$ cat src/source/msx_layout_pkg.sv
package msx_layout_pkg;

   typedef logic [7:0]  byte_t;
   typedef logic [5:0]  block_idx_t;   // {slot, subslot, block}
   typedef logic [3:0]  ref_idx_t;
   typedef logic [15:0] page_count_t;  // 16 KB pages
   typedef logic [24:0] fill_len_t;

   typedef enum logic [7:0] {
      MAPPER_UNUSED,
      MAPPER_NONE,
      MAPPER_ASCII8,
      MAPPER_ASCII16,
      MAPPER_KONAMI,
      MAPPER_KONAMI_SCC,
      MAPPER_RAM
   } mapper_t;

   typedef enum logic [7:0] {
      DEVICE_NONE,
      DEVICE_FDC,
      DEVICE_OPL3
   } device_t;

   typedef enum logic [1:0] {MSX1, MSX2, MSX2P} msx_typ_t;

   typedef struct packed {
      mapper_t    mapper;
      device_t    device;
      ref_idx_t   ref_ram;
      logic [1:0] offset_ram;
      logic       cart_num;
   } block_t;

   typedef struct packed {
      logic [26:0] addr;
      page_count_t size;
      logic        ro;
   } lookup_ram_t;

   typedef struct packed {
      logic [3:0] slot_expander_en;
      msx_typ_t   msx_typ;
      byte_t      ram_size;
   } bios_config_t;

   typedef enum logic [2:0] {PAT_DDR3, PAT_FF, PAT_00, PAT_CHECKER_A, PAT_CHECKER_B} fill_pattern_t;

endpackage

$ cat src/source/upload_ifs.sv
`timescale 1ns/10ps

interface byte_stream_if;
   import msx_layout_pkg::*;

   logic        take;
   byte_t       data;
   logic        valid;
   logic        seek;
   logic [27:0] seek_addr;
   logic [27:0] addr;

   modport server (input take, seek, seek_addr, output data, valid, addr);
   modport client (output take, seek, seek_addr, input data, valid, addr);
endinterface


$ cat src/source/ddr3_fetch.sv
`timescale 1ns/10ps

module ddr3_fetch (
   input  logic                  clk,
   input  logic                  reset,
   input  logic                  busy_sel,
   byte_stream_if.server         hdr,
   byte_stream_if.server         fill,
   output logic [27:0]           ddr3_addr,
   output logic                  ddr3_rd,
   input  msx_layout_pkg::byte_t ddr3_dout,
   input  logic                  ddr3_ready
);

   logic        take;
   logic        seek;
   logic [27:0] seek_addr;
   logic        done;

   assign take      = busy_sel ? fill.take : hdr.take;
   assign seek      = busy_sel ? fill.seek : hdr.seek;
   assign seek_addr = busy_sel ? fill.seek_addr : hdr.seek_addr;
   assign done      = ddr3_rd & ddr3_ready;

   assign hdr.data   = ddr3_dout;
   assign fill.data  = ddr3_dout;
   assign hdr.valid  = done & ~busy_sel;
   assign fill.valid = done & busy_sel;
   assign hdr.addr   = ddr3_addr;
   assign fill.addr  = ddr3_addr;

   always_ff @(posedge clk) begin
      if (reset) begin
         ddr3_rd   <= 1'b0;
         ddr3_addr <= '0;
      end else if (done) begin
         ddr3_rd   <= 1'b0;
         ddr3_addr <= ddr3_addr + 28'd1;
      end else if (!ddr3_rd) begin
         if (seek) ddr3_addr <= seek_addr;  // Only with no read pending
         if (take) ddr3_rd <= 1'b1;
      end
   end

endmodule

$ cat src/flat_wrapper.sv
// flat-port wrapper written by rule: the top's interface ports become plain ports
module ddr3_fetch_flat 
  (clk, reset, busy_sel, ddr3_addr, ddr3_rd, ddr3_dout, ddr3_ready, hdr_take, hdr_seek, hdr_seek_addr, hdr_data, hdr_valid, hdr_addr, fill_take, fill_seek, fill_seek_addr, fill_data, fill_valid, fill_addr);
  byte_stream_if hdr_i ();
  byte_stream_if fill_i ();
  input  logic clk;
  input  logic reset;
  input  logic busy_sel;
  output logic [27:0] ddr3_addr;
  output logic ddr3_rd;
  input  msx_layout_pkg::byte_t ddr3_dout;
  input  logic ddr3_ready;
  input wire logic [$bits(hdr_i.take)-1:0] hdr_take;
  input wire logic [$bits(hdr_i.seek)-1:0] hdr_seek;
  input wire logic [$bits(hdr_i.seek_addr)-1:0] hdr_seek_addr;
  output wire logic [$bits(hdr_i.data)-1:0] hdr_data;
  output wire logic [$bits(hdr_i.valid)-1:0] hdr_valid;
  output wire logic [$bits(hdr_i.addr)-1:0] hdr_addr;
  input wire logic [$bits(fill_i.take)-1:0] fill_take;
  input wire logic [$bits(fill_i.seek)-1:0] fill_seek;
  input wire logic [$bits(fill_i.seek_addr)-1:0] fill_seek_addr;
  output wire logic [$bits(fill_i.data)-1:0] fill_data;
  output wire logic [$bits(fill_i.valid)-1:0] fill_valid;
  output wire logic [$bits(fill_i.addr)-1:0] fill_addr;
  assign hdr_i.take = hdr_take;
  assign hdr_i.seek = hdr_seek;
  assign hdr_i.seek_addr = hdr_seek_addr;
  assign hdr_data = hdr_i.data;
  assign hdr_valid = hdr_i.valid;
  assign hdr_addr = hdr_i.addr;
  assign fill_i.take = fill_take;
  assign fill_i.seek = fill_seek;
  assign fill_i.seek_addr = fill_seek_addr;
  assign fill_data = fill_i.data;
  assign fill_valid = fill_i.valid;
  assign fill_addr = fill_i.addr;
  ddr3_fetch u_core (.clk(clk), .reset(reset), .busy_sel(busy_sel), .hdr(hdr_i), .fill(fill_i), .ddr3_addr(ddr3_addr), .ddr3_rd(ddr3_rd), .ddr3_dout(ddr3_dout), .ddr3_ready(ddr3_ready));
endmodule
$ cat config.mk
export PLATFORM = sky130hd
export DESIGN_NAME = ddr3_fetch_flat
export DESIGN_NICKNAME = d
export VERILOG_FILES = /design/src/source/msx_layout_pkg.sv /design/src/source/upload_ifs.sv /design/src/source/ddr3_fetch.sv /design/src/flat_wrapper.sv
export SDC_FILE = /design/constraint.sdc
export NUM_CORES = 1
export LEC_CHECK = 0
export BUFFER_PORTS_ARGS = -buffer_cell sky130_fd_sc_hd__buf_2
export CAP_MARGIN = 20
export CELL_PAD_IN_SITES_DETAIL_PLACEMENT = 1
export CELL_PAD_IN_SITES_GLOBAL_PLACEMENT = 1
export CORE_UTILIZATION = 27
export DETAILED_ROUTE_END_ITERATION = 10
export GPL_TIMING_DRIVEN = 0
export MAX_ROUTING_LAYER = met4
export PLACE_DENSITY = 0.83
export SETUP_SLACK_MARGIN = 0.02
export SYNTH_ARGS = -nofsm -noshare
export SYNTH_HDL_FRONTEND = slang
export SYNTH_SLANG_ARGS = --single-unit
$ cat constraint.sdc
create_clock -name clk -period 1.8 [get_ports clk]
set_input_delay 0.27 -clock clk [delete_from_list [all_inputs] [get_ports clk]]
set_output_delay 0.27 -clock clk [all_outputs]
set_load 0.005 [all_outputs]
==> flow_summary_export.csv, run 1 <==
group,metric,value,unit
outcome,outcome,"complete, no violations",
worst_setup_path,worst_ep_required_time,1.53,ns
worst_hold_path,min-delay-path-class,"input pin to register",
sta,setup_viol,0,
synthesis,yosys.cell_types.count,55,
placement,gp_congestion,0.875,
grt,use_met1,27.8,%
grt,antenna_found_initial,0,
clocking,cts.htree.levels,2,
floorplan,placeableCoreArea,10300,sq um
sta,fin_tns_setup,0,ns
worst_setup_path,timing.critical_path.arrival,1.51,ns
worst_setup_path,critical_path.reg2reg.endpoint,"u_core.ddr3_addr[27]$_SDFFE_PP0P_",
synthesis,syn_area_cell,7.65,sq um
floorplan,die_wd,105,um
synthesis,postSynthCellCount,374,
power,power_density,555,nW/um^2
worst_hold_path,worstHoldPathCells,4,
worst_setup_path,setup.reg_to_reg.worst_slack,0.03,ns
synthesis,synth_async_sr_flop_share,0,%
synthesis,synthesized_area,2860,sq um
placement,place.detailed.hpwl,8930,um
routing,wl_per_cell,18.3,um
layout,antenna-diode-count,0,
sta,timing.final.max_slew_violations,0,
layout,drive_above_1_share,57.6,%
synthesis,synth_edf_count,0,
grt,largest_net_degree_at_the_start_of_global_routing,12,
layout,synthToLayoutAreaGrowth,47.2,%
clocking,clock_tree.root_cell,"sky130_fd_sc_hd__clkbuf_8",
worst_setup_path,reg2regPathDepth,6,
synthesis,ys_ff_latch,29,
sta,finalCritPeriodShare,98.9,%
grt,grt_first_pass_wirelength,19200,um
worst_setup_path,timing.setup.critical_path_class,"register to primary output",
floorplan,initial_core_util,27.7,%
routing,dr_total_vias,3716,
clocking,cts_max_path_buffers,2,
run,max-cap-violations,0,
power,static_leakage_power,0.00208,uW
sta,max_freq,562,MHz
grt,grt.busiest_layer,"met2",
routing,firstDrtPassIters,5,
clocking,numClockSinks,29,
grt,gr-total-overflow,0,
clocking,cts_hold_buf,0,
routing,drt_first_iter_violations,327,
routing,drt_drc_violations_left,0,
sta,rsz_0062_raised_after_global_routing,"true",
sta,slew_headroom,61.1,%
routing,postRouteAntennaNets,0,
sta,finalHoldViolCount,0,
clocking,tritoncts_clock_tree,"yes",
sta,final.setup.worst_slack,0.0206,ns
clocking,clk_latency,0.29,ns
routing,drt-total-wl,12700,um
routing,via_to_cell_ratio,5.36,
worst_setup_path,rr_startpoint,"u_core.ddr3_addr[0]$_SDFFE_PP0P_",
worst_hold_path,hp-start,"hdr_seek_addr[8]",
grt,globalRouteMet2Util,36.9,%
worst_setup_path,startpoint_type,"register",
grt,gr-usage-all-layers,22.5,%
layout,postLayoutCoreUtil,40.8,%
synthesis,ys_seq_area_share,20.3,%
placement,pre_cts_slack,-0.297,ns
placement,placedInstanceArea,3860,sq um
grt,groute.layer.met3.usage,3.93,%
layout,stdcell_area,4210,sq um
layout,nets,629,
placement,place.port_buffers,162,
synthesis,yosysWarningCount,0,
sta,worst_pin_slew,0.579,ns
power,max-vdd-ir-drop,0.000258,V
floorplan,chipHeight,105,um
sta,fin_worst_skew,0.00532,ns
floorplan,io_pins,175,
worst_setup_path,worstSetupEndpointType,"primary output",
worst_setup_path,crit_path_max_fo,11,
worst_setup_path,worst_setup_path_startpoint,"u_core.ddr3_rd$_SDFF_PP0_",
worst_hold_path,whs_endpoint,"u_core.ddr3_addr[8]$_SDFFE_PP0P_",
synthesis,ys_dominant_reg_cell,"sky130_fd_sc_hd__dfxtp_1",
floorplan,rows,37,
grt,grt_pass1_vias,3648,
synthesis,synth.net_count,447,
clocking,cts.clk_slew.worst_paths,0.07,ns
clocking,cts-buffers-inserted,5,
floorplan,die_area,11000,sq um
sta,finalWorstPathRequiredPeriod,1.78,ns
==> area by class of cell <==
class / instances / area [sq um]
multi-input combinational: 241 / 1700
fill: 1320 / 6110
tap: 136 / 170
timing repair buffer: 176 / 920
sequential: 29 / 614
clock buffer: 8 / 90.1
buffer: 97 / 701
inverter: 6 / 23.8
==> power breakdown <==
part | switching [uW] | total, uW | internal (uW)
clock network | 276 | 588 | 312
registers | 131 | 838 | 707
logic | 422 | 912 | 490
total | 830 | 2340 | 1510
==> logic make-up (layout without fill, tap and decap cells) <==
family,count (synthesis),in the layout,share of synthesized area [%]
xor+xnor,3,3,0.918
flops,29,29,20.3
mux,27,27,9.92
fa+ha+maj,1,1,0.437
compound gates,84,84,19.8
buf+inv,104,287,24.2
simple gates,126,126,24.4
==> timing repair <==
action / 4_1_cts / 5_1_grt
resized for setup: 36 / 21
setup endpoints to repair: 30 / 23
pin swaps: 5 / 7
setup buffers: 9 / 5
==> worst max-delay path: stages, from the launching register on <==
cell and delay (ns):
sky130_fd_sc_hd__dfxtp_1 0.35, sky130_fd_sc_hd__buf_4 0.20, sky130_fd_sc_hd__nand2_2 0.21, sky130_fd_sc_hd__clkbuf_8 0.26, sky130_fd_sc_hd__nor2_1 0.09, sky130_fd_sc_hd__buf_2 0.12
==> state kept, by name (all words and copies together) (netlist names) <==
register / cells
u_core.ddr3_rd: 1
u_core.ddr3_addr: 28
==> worst max-delay path by stage <==
stage / to / depth (start not counted)
2_1_floorplan: u_core.ddr3_addr[18]$_SDFFE_PP0P_ / 5
4_1_cts: u_core.ddr3_addr[18]$_SDFFE_PP0P_ / 5
6_report: hdr_valid / 5
3_3_place_gp: u_core.ddr3_addr[10]$_SDFFE_PP0P_ / 7
5_1_grt: hdr_valid / 5
3_5_place_dp: u_core.ddr3_addr[2]$_SDFFE_PP0P_ / 6
==> per-layer routing <==
layer | part of all wire (%) | vias up
met5 | 0 | -
met1 | 40 | 1748
met3 | 8.3 | 42
met4 | 3.0 | 0
met2 | 48 | 238
li1 | - | 1688
==> placed cells by master, fill, tap and decap left out, types with 6 or more instances in the layout <==
cell / netlist / layout
sky130_fd_sc_hd__buf_2: 6 / 167
sky130_fd_sc_hd__buf_4: 73 / 88
sky130_fd_sc_hd__nand2_1: 22 / 21
sky130_fd_sc_hd__a21oi_1: 19 / 19
sky130_fd_sc_hd__nand3_1: 21 / 19
sky130_fd_sc_hd__o21ai_0: 17 / 17
sky130_fd_sc_hd__mux2i_1: 18 / 17
sky130_fd_sc_hd__nor3_1: 16 / 16
sky130_fd_sc_hd__nor2_1: 15 / 15
sky130_fd_sc_hd__dfxtp_2: 0 / 12
sky130_fd_sc_hd__dfxtp_1: 29 / 12
sky130_fd_sc_hd__nand4_1: 11 / 11
sky130_fd_sc_hd__nor4_1: 14 / 10
sky130_fd_sc_hd__clkbuf_8: 2 / 9
sky130_fd_sc_hd__clkbuf_1: 15 / 8
sky130_fd_sc_hd__mux2_2: 8 / 8
sky130_fd_sc_hd__a211oi_1: 7 / 7
sky130_fd_sc_hd__clkbuf_2: 1 / 6
sky130_fd_sc_hd__and3_1: 6 / 6
==> synth_stat cells, types with 2 or more instances <==
library cell,count,area share [%]
sky130_fd_sc_hd__buf_4,73,19
sky130_fd_sc_hd__dfxtp_1,29,20
sky130_fd_sc_hd__nand2_1,22,2.9
sky130_fd_sc_hd__nand3_1,21,3.7
sky130_fd_sc_hd__a21oi_1,19,3.3
sky130_fd_sc_hd__mux2i_1,18,6.3
sky130_fd_sc_hd__o21ai_0,17,3.0
sky130_fd_sc_hd__nor3_1,16,2.8
sky130_fd_sc_hd__clkbuf_1,15,2.0
sky130_fd_sc_hd__nor2_1,15,2.0
sky130_fd_sc_hd__nor4_1,14,3.1
sky130_fd_sc_hd__nand4_1,11,2.4
sky130_fd_sc_hd__mux2_2,8,3.1
sky130_fd_sc_hd__a211oi_1,7,1.8
sky130_fd_sc_hd__and3_1,6,1.3
sky130_fd_sc_hd__buf_2,6,1.0
sky130_fd_sc_hd__a22oi_1,5,1.3
sky130_fd_sc_hd__a31oi_1,5,1.1
sky130_fd_sc_hd__inv_1,5,0.66
sky130_fd_sc_hd__o211ai_1,5,1.3
sky130_fd_sc_hd__and2_1,4,0.87
sky130_fd_sc_hd__o22ai_1,4,0.87
sky130_fd_sc_hd__a311o_1,3,1.0
sky130_fd_sc_hd__and3_2,3,0.79
sky130_fd_sc_hd__and4_1,3,0.92
sky130_fd_sc_hd__xnor2_1,3,0.92
sky130_fd_sc_hd__a221oi_1,2,0.61
sky130_fd_sc_hd__a311oi_1,2,0.61
sky130_fd_sc_hd__a32oi_1,2,0.61
sky130_fd_sc_hd__clkbuf_8,2,0.96
sky130_fd_sc_hd__nand3_2,2,0.70
sky130_fd_sc_hd__nor2b_1,2,0.44
sky130_fd_sc_hd__o221ai_1,2,0.61
sky130_fd_sc_hd__o311ai_0,2,0.61
==> metrics by stage <==
| stage | hold WS (ns) | total power (uW) | cells |
|---|---|---|---|
| after floorplan | 0.506 | 1300 | 374 |
| after global placement | 0.527 | 1660 | 672 |
| after detailed placement | 0.533 | 1690 | 672 |
| after CTS | 0.393 | 2300 | 688 |
| after global routing | 0.420 | 2440 | 693 |
| final | 0.383 | 2340 | 693 |
(Power assumes the default switching activity.)
==> run 2: changes to the inputs <==
--- a/config.mk
+++ b/config.mk
@@ -13,7 +13,7 @@
 export DETAILED_ROUTE_END_ITERATION = 10
 export GPL_TIMING_DRIVEN = 0
 export MAX_ROUTING_LAYER = met4
-export PLACE_DENSITY = 0.83
+export PLACE_DENSITY = 0.78
 export SETUP_SLACK_MARGIN = 0.02
 export SYNTH_ARGS = -nofsm -noshare
 export SYNTH_HDL_FRONTEND = slang
==> flow_summary_export.csv, run 2 (synthesis gave the netlist of run 1 again) <==
group,metric,value,unit
grt,gr-total-overflow,0,
grt,grt_pass1_vias,3660,
floorplan,die_area,11000,sq um
worst_setup_path,timing.setup.critical_path_class,"register to register",
worst_setup_path,crit_path_max_fo,5,
layout,top_regs,"u_core.ddr3_addr (28), u_core.ddr3_rd (1)",
sta,setup_viol,0,
worst_setup_path,path_cells,"ha_4 -> nand3_4 -> or3_4 -> buf_4 -> o41ai_1 -> o211ai_1",
sta,hold_ws,0.391,ns
layout,layout.cells.most_common,"sky130_fd_sc_hd__buf_2",
layout,antenna-diode-count,0,
clocking,clk_latency,0.28,ns
worst_setup_path,crit_path_top_delay_cell,"sky130_fd_sc_hd__or3_4",
placement,place.port_buffers,162,
floorplan,rows,37,
worst_hold_path,hp-start,"hdr_take",
routing,drt_first_iter_violations,269,
clocking,cts.htree.levels,2,
sta,max_freq,585,MHz
clocking,clock_tree.root_cell,"sky130_fd_sc_hd__clkbuf_8",
placement,placedCellCount,672,
clocking,cts.clk_slew.worst_paths,0.07,ns
routing,drt_drc_violations_left,0,
grt,gr-usage-all-layers,22.4,%
layout,commonest_cells_after_routing_fill_and_taps_aside,"sky130_fd_sc_hd__buf_2, sky130_fd_sc_hd__buf_4, sky130_fd_sc_hd__nand2_1",
worst_setup_path,critPathMaxStageDelay,0.38,ns
sta,fin_worst_skew,0.00426,ns
routing,wl_per_cell,17.8,um
worst_setup_path,worstSetupEndpointType,"register",
floorplan,initial_core_util,27.7,%
floorplan,placeableCoreArea,10300,sq um
grt,grt_first_pass_wirelength,19100,um
sta,worst_pin_slew,0.580,ns
layout,flip_flop_count_of_the_largest_register_all_copies_and_words_added,28,
clocking,cts_max_path_buffers,2,
worst_setup_path,worst_ep_required_time,1.94,ns
worst_setup_path,startpoint_type,"register",
layout,nets,627,
layout,instances_no_fill,691,
worst_setup_path,path_buf_inv,1,
layout,synthToLayoutAreaGrowth,47.3,%
sta,finalHoldViolCount,0,
routing,dr_total_vias,3616,
layout,largest-register,"u_core.ddr3_addr",
placement,gp_congestion,0.876,
layout,postLayoutCoreUtil,40.9,%
sta,finalWorstPathRequiredPeriod,1.71,ns
worst_setup_path,rr_startpoint,"u_core.ddr3_addr[1]$_SDFFE_PP0P_",
routing,firstDrtPassIters,4,
clocking,cts-buffers-inserted,5,
worst_hold_path,min-delay-path-class,"input pin to register",
worst_setup_path,timing.critical_path.arrival,1.86,ns
power,static_leakage_power,0.00209,uW
clocking,tritoncts_clock_tree,"yes",
floorplan,io_pins,175,
worst_setup_path,worst_setup_path_startpoint,"u_core.ddr3_addr[1]$_SDFFE_PP0P_",
sta,timing.final.max_slew_violations,0,
worst_setup_path,crit_family,"simple AND/OR/NAND/NOR gates",
grt,largest_net_degree_at_the_start_of_global_routing,12,
run,max-cap-violations,0,
placement,place.detailed.hpwl,8950,um
clocking,numClockSinks,29,
power,max-vdd-ir-drop,0.000228,V
sta,finalCritPeriodShare,95.0,%
grt,antenna_found_initial,0,
floorplan,chipHeight,105,um
routing,drt-total-wl,12300,um
floorplan,die_wd,105,um
routing,via_to_cell_ratio,5.23,
sta,slew_headroom,61.2,%
sta,rsz_0062_raised_after_global_routing,"true",
routing,postRouteAntennaNets,0,
outcome,outcome,"complete, no violations",
power,power_density,537,nW/um^2
layout,drive_above_1_share,57.3,%
-- run 2: area by class of cell --
class / count / area, sq um
sequential: 29 / 628
multi-input combinational: 241 / 1710
timing repair buffer: 174 / 901
clock inverter: 3 / 12.5
inverter: 6 / 27.5
fill: 1311 / 6110
clock buffer: 5 / 68.8
tap: 136 / 170
buffer: 97 / 703
-- run 2: per-stage QoR --
step / area, sq um / TNS (ns) / power [uW] / worst slack [ns]
after floorplan: 2880 / 0 / 1300 / 0.0235
after global placement: 3860 / -5.16 / 1660 / -0.256
after detailed placement: 3860 / -5.64 / 1690 / -0.315
after CTS: 4100 / 0 / 2260 / 0.0282
after global routing: 4220 / 0 / 2400 / 0.00351
final: 4220 / 0 / 2260 / 0.0894
-- run 2: tightest hold or removal path, stage by stage --
cell,delay (ns)
sky130_fd_sc_hd__buf_2,0.10
sky130_fd_sc_hd__mux2i_1,0.15
sky130_fd_sc_hd__a211oi_1,0.09
-- run 2: metal layers --
layer	track usage [%]	part of all wire, %	vias up
li1	-	-	1696
met1	26.9	42	1737
met2	37.6	50	167
met3	4.43	7.0	16
met4	6.94	1.5	0
met5	-	0	-
-- run 2: final timing paths --
path                                             to  slack [ns]  cells past startpoint
hold / removal            u_core.ddr3_rd$_SDFF_PP0_        0.39                      3
hold reg to reg   u_core.ddr3_addr[15]$_SDFFE_PP0P_        0.53                      1
setup / recovery  u_core.ddr3_addr[22]$_SDFFE_PP0P_        0.09                      6
setup reg to reg  u_core.ddr3_addr[22]$_SDFFE_PP0P_        0.09                      6
-- run 2: report_power, final --
part / internal, uW / total (uW) / switching (uW) / leakage (uW)
Sequential: 704 / 838 / 134 / 0.000248
Combinational: 486 / 900 / 414 / 0.00180
Clock: 260 / 526 / 266 / 0.0000430
Total: 1450 / 2260 / 813 / 0.00209
-- run 2: timing repair --
action | CTS | global route
pin swaps | 5 | 5
setup endpoints to repair | 30 | 28
hold buffers | 0 | 0
hold endpoints to repair | 0 | 0
buffers inserted | 10 | 2
resized for setup | 35 | 31
==> run 3: changes to the inputs <==
--- a/config.mk
+++ b/config.mk
@@ -9,6 +9,7 @@
 export CAP_MARGIN = 20
 export CELL_PAD_IN_SITES_DETAIL_PLACEMENT = 1
 export CELL_PAD_IN_SITES_GLOBAL_PLACEMENT = 1
+export CORE_MARGIN = 2
 export CORE_UTILIZATION = 27
 export DETAILED_ROUTE_END_ITERATION = 10
 export GPL_TIMING_DRIVEN = 0
==> flow_summary_export.csv, run 3 (synthesis gave the netlist of run 1 again) <==
group,metric,value,unit
worst_hold_path,min-delay-path-class,"input pin to register",
worst_setup_path,crit_family,"simple AND/OR/NAND/NOR gates",
clocking,cts.clk_slew.worst_paths,0.08,ns
routing,firstDrtPassIters,5,
sta,finalWorstPathRequiredPeriod,1.71,ns
power,power.sequential.fraction,36.2,%
worst_setup_path,rr_startpoint,"u_core.ddr3_addr[1]$_SDFFE_PP0P_",
routing,dr_total_vias,3583,
worst_setup_path,worst_ep_required_time,1.97,ns
layout,drive_above_1_share,57.8,%
routing,wl_per_cell,17.9,um
layout,synthToLayoutAreaGrowth,48.2,%
clocking,numClockSinks,29,
routing,drt_drc_violations_left,0,
grt,gr-usage-all-layers,21.5,%
floorplan,initial_core_util,27.7,%
power,power.switching_fraction,36.6,%
layout,stdcell_area,4240,sq um
grt,largest_net_degree_at_the_start_of_global_routing,12,
clocking,tritoncts_clock_tree,"yes",
layout,top_regs,"u_core.ddr3_addr (28), u_core.ddr3_rd (1)",
worst_setup_path,timing.setup.critical_path_class,"register to register",
worst_setup_path,worst_setup_path_startpoint,"u_core.ddr3_addr[1]$_SDFFE_PP0P_",
sta,slew_headroom,57.3,%
layout,layout.cells.most_common,"sky130_fd_sc_hd__buf_2",
sta,fin_tns_setup,0,ns
routing,via_to_cell_ratio,5.17,
layout,nets,629,
grt,grt_first_pass_wirelength,19000,um
worst_setup_path,path_buf_inv,1,
power,power_switching,844,uW
placement,place.port_buffers,162,
layout,commonest_cells_after_routing_fill_and_taps_aside,"sky130_fd_sc_hd__buf_2, sky130_fd_sc_hd__buf_4, sky130_fd_sc_hd__nand2_1",
worst_setup_path,crit_path_max_fo,6,
routing,drt-total-wl,12400,um
grt,grt_pass1_vias,3632,
run,max-cap-violations,0,
floorplan,chipHeight,107,um
sta,max_freq,584,MHz
power,power.clock.fraction,24.3,%
sta,finalHoldViolCount,0,
floorplan,die_wd,107,um
power,p_comb_share,39.5,%
worst_hold_path,hp-start,"hdr_take",
routing,postRouteAntennaNets,0,
grt,antenna_found_initial,0,
placement,placedInstanceArea,3860,sq um
clocking,clock_tree.root_cell,"sky130_fd_sc_hd__clkbuf_8",
layout,flip_flop_count_of_the_largest_register_all_copies_and_words_added,28,
layout,antenna-diode-count,0,
worst_setup_path,crit_path_top_delay_cell,"sky130_fd_sc_hd__or3_4",
placement,gp_congestion,0.860,
sta,worst_pin_slew,0.641,ns
worst_setup_path,critPathMaxStageDelay,0.42,ns
layout,largest-register,"u_core.ddr3_addr",
sta,fin_worst_skew,0.00798,ns
power,power_density,543,nW/um^2
worst_setup_path,startpoint_type,"register",
placement,placedCellCount,672,
power,static_leakage_power,0.00210,uW
clocking,cts_hold_buf,0,
layout,postLayoutCoreUtil,41.1,%
worst_setup_path,path_cells,"ha_4 -> nand3_4 -> or3_4 -> buf_4 -> o311ai_1 -> a21oi_1",
layout,instances_no_fill,693,
worst_setup_path,worstSetupEndpointType,"register",
placement,place.detailed.hpwl,9110,um
floorplan,die_area,11400,sq um
sta,timing.final.max_slew_violations,0,
worst_setup_path,timing.critical_path.arrival,1.88,ns
floorplan,rows,37,
clocking,cts-buffers-inserted,5,
grt,gr-total-overflow,0,
floorplan,placeableCoreArea,10300,sq um
clocking,clk_latency,0.29,ns
outcome,outcome,"complete, no violations",
power,cellInternalPower,1460,uW
clocking,cts_max_path_buffers,2,
sta,hold_ws,0.367,ns
power,max-vdd-ir-drop,0.000288,V
routing,drt_first_iter_violations,188,
sta,finalCritPeriodShare,95.2,%
floorplan,io_pins,175,
sta,rsz_0062_raised_after_global_routing,"false",
sta,setup_viol,0,
clocking,cts.htree.levels,2,
run 3: cell type report:
cell class                 instances  area [sq um]
clock inverter                     3          12.5
timing repair buffer             176           916
tap                              136           170
buffer                            97           703
inverter                           6          25.0
fill                            1339          6080
clock buffer                       5          68.8
sequential                        29           618
multi-input combinational        241          1730
run 3: what timing repair did:
item,in CTS,in global routing
pin swaps,2,8
setup buffers,7,7
gates resized for setup,33,34
endpoints found under the setup margin,30,26
cloned,0,0
run 3: metrics by stage:
| step | power, uW | setup WS [ns] |
|---|---|---|
| 6_report | 2300 | 0.0872 |
| 3_3_place_gp | 1670 | -0.278 |
| 2_1_floorplan | 1300 | 0.0235 |
| 5_1_grt | 2430 | 0.0229 |
| 3_5_place_dp | 1690 | -0.399 |
| 4_1_cts | 2270 | 0.0219 |
run 3: worst register-to-register path, cell delays in order (launching register included):
cell and delay (ns):
sky130_fd_sc_hd__dfxtp_4 0.38, sky130_fd_sc_hd__ha_4 0.17, sky130_fd_sc_hd__nand3_4 0.13, sky130_fd_sc_hd__or3_4 0.42
sky130_fd_sc_hd__buf_4 0.16, sky130_fd_sc_hd__o311ai_1 0.24, sky130_fd_sc_hd__a21oi_1 0.11
run 3: power groups by stage:
stage / Sequential [uW] / Combinational (uW) / Clock, uW
detailed placement: 843 / 850 / 0
floorplan: 815 / 481 / 0
finish: 835 / 908 / 560
CTS: 832 / 887 / 555
global route: 852 / 995 / 585
global placement: 839 / 827 / 0
run 3: path summary, 6_finish.rpt:
check                                                         end  slack [ns]  cells past startpoint
worst max-delay path            u_core.ddr3_addr[16]$_SDFFE_PP0P_        0.09                      6
worst min-delay path                    u_core.ddr3_rd$_SDFF_PP0_        0.37                      3
worst max register to register  u_core.ddr3_addr[16]$_SDFFE_PP0P_        0.09                      6
worst min register to register  u_core.ddr3_addr[15]$_SDFFE_PP0P_        0.55                      1
run 3: metal layers:
layer | vias to the layer above | wire length (um) | GRT usage [%]
li1 | 1693 | - | -
met1 | 1718 | 5420 | 27.3
met2 | 157 | 6060 | 36.6
met3 | 15 | 793 | 3.16
met4 | 0 | 157 | 4.27
met5 | - | 0 | -
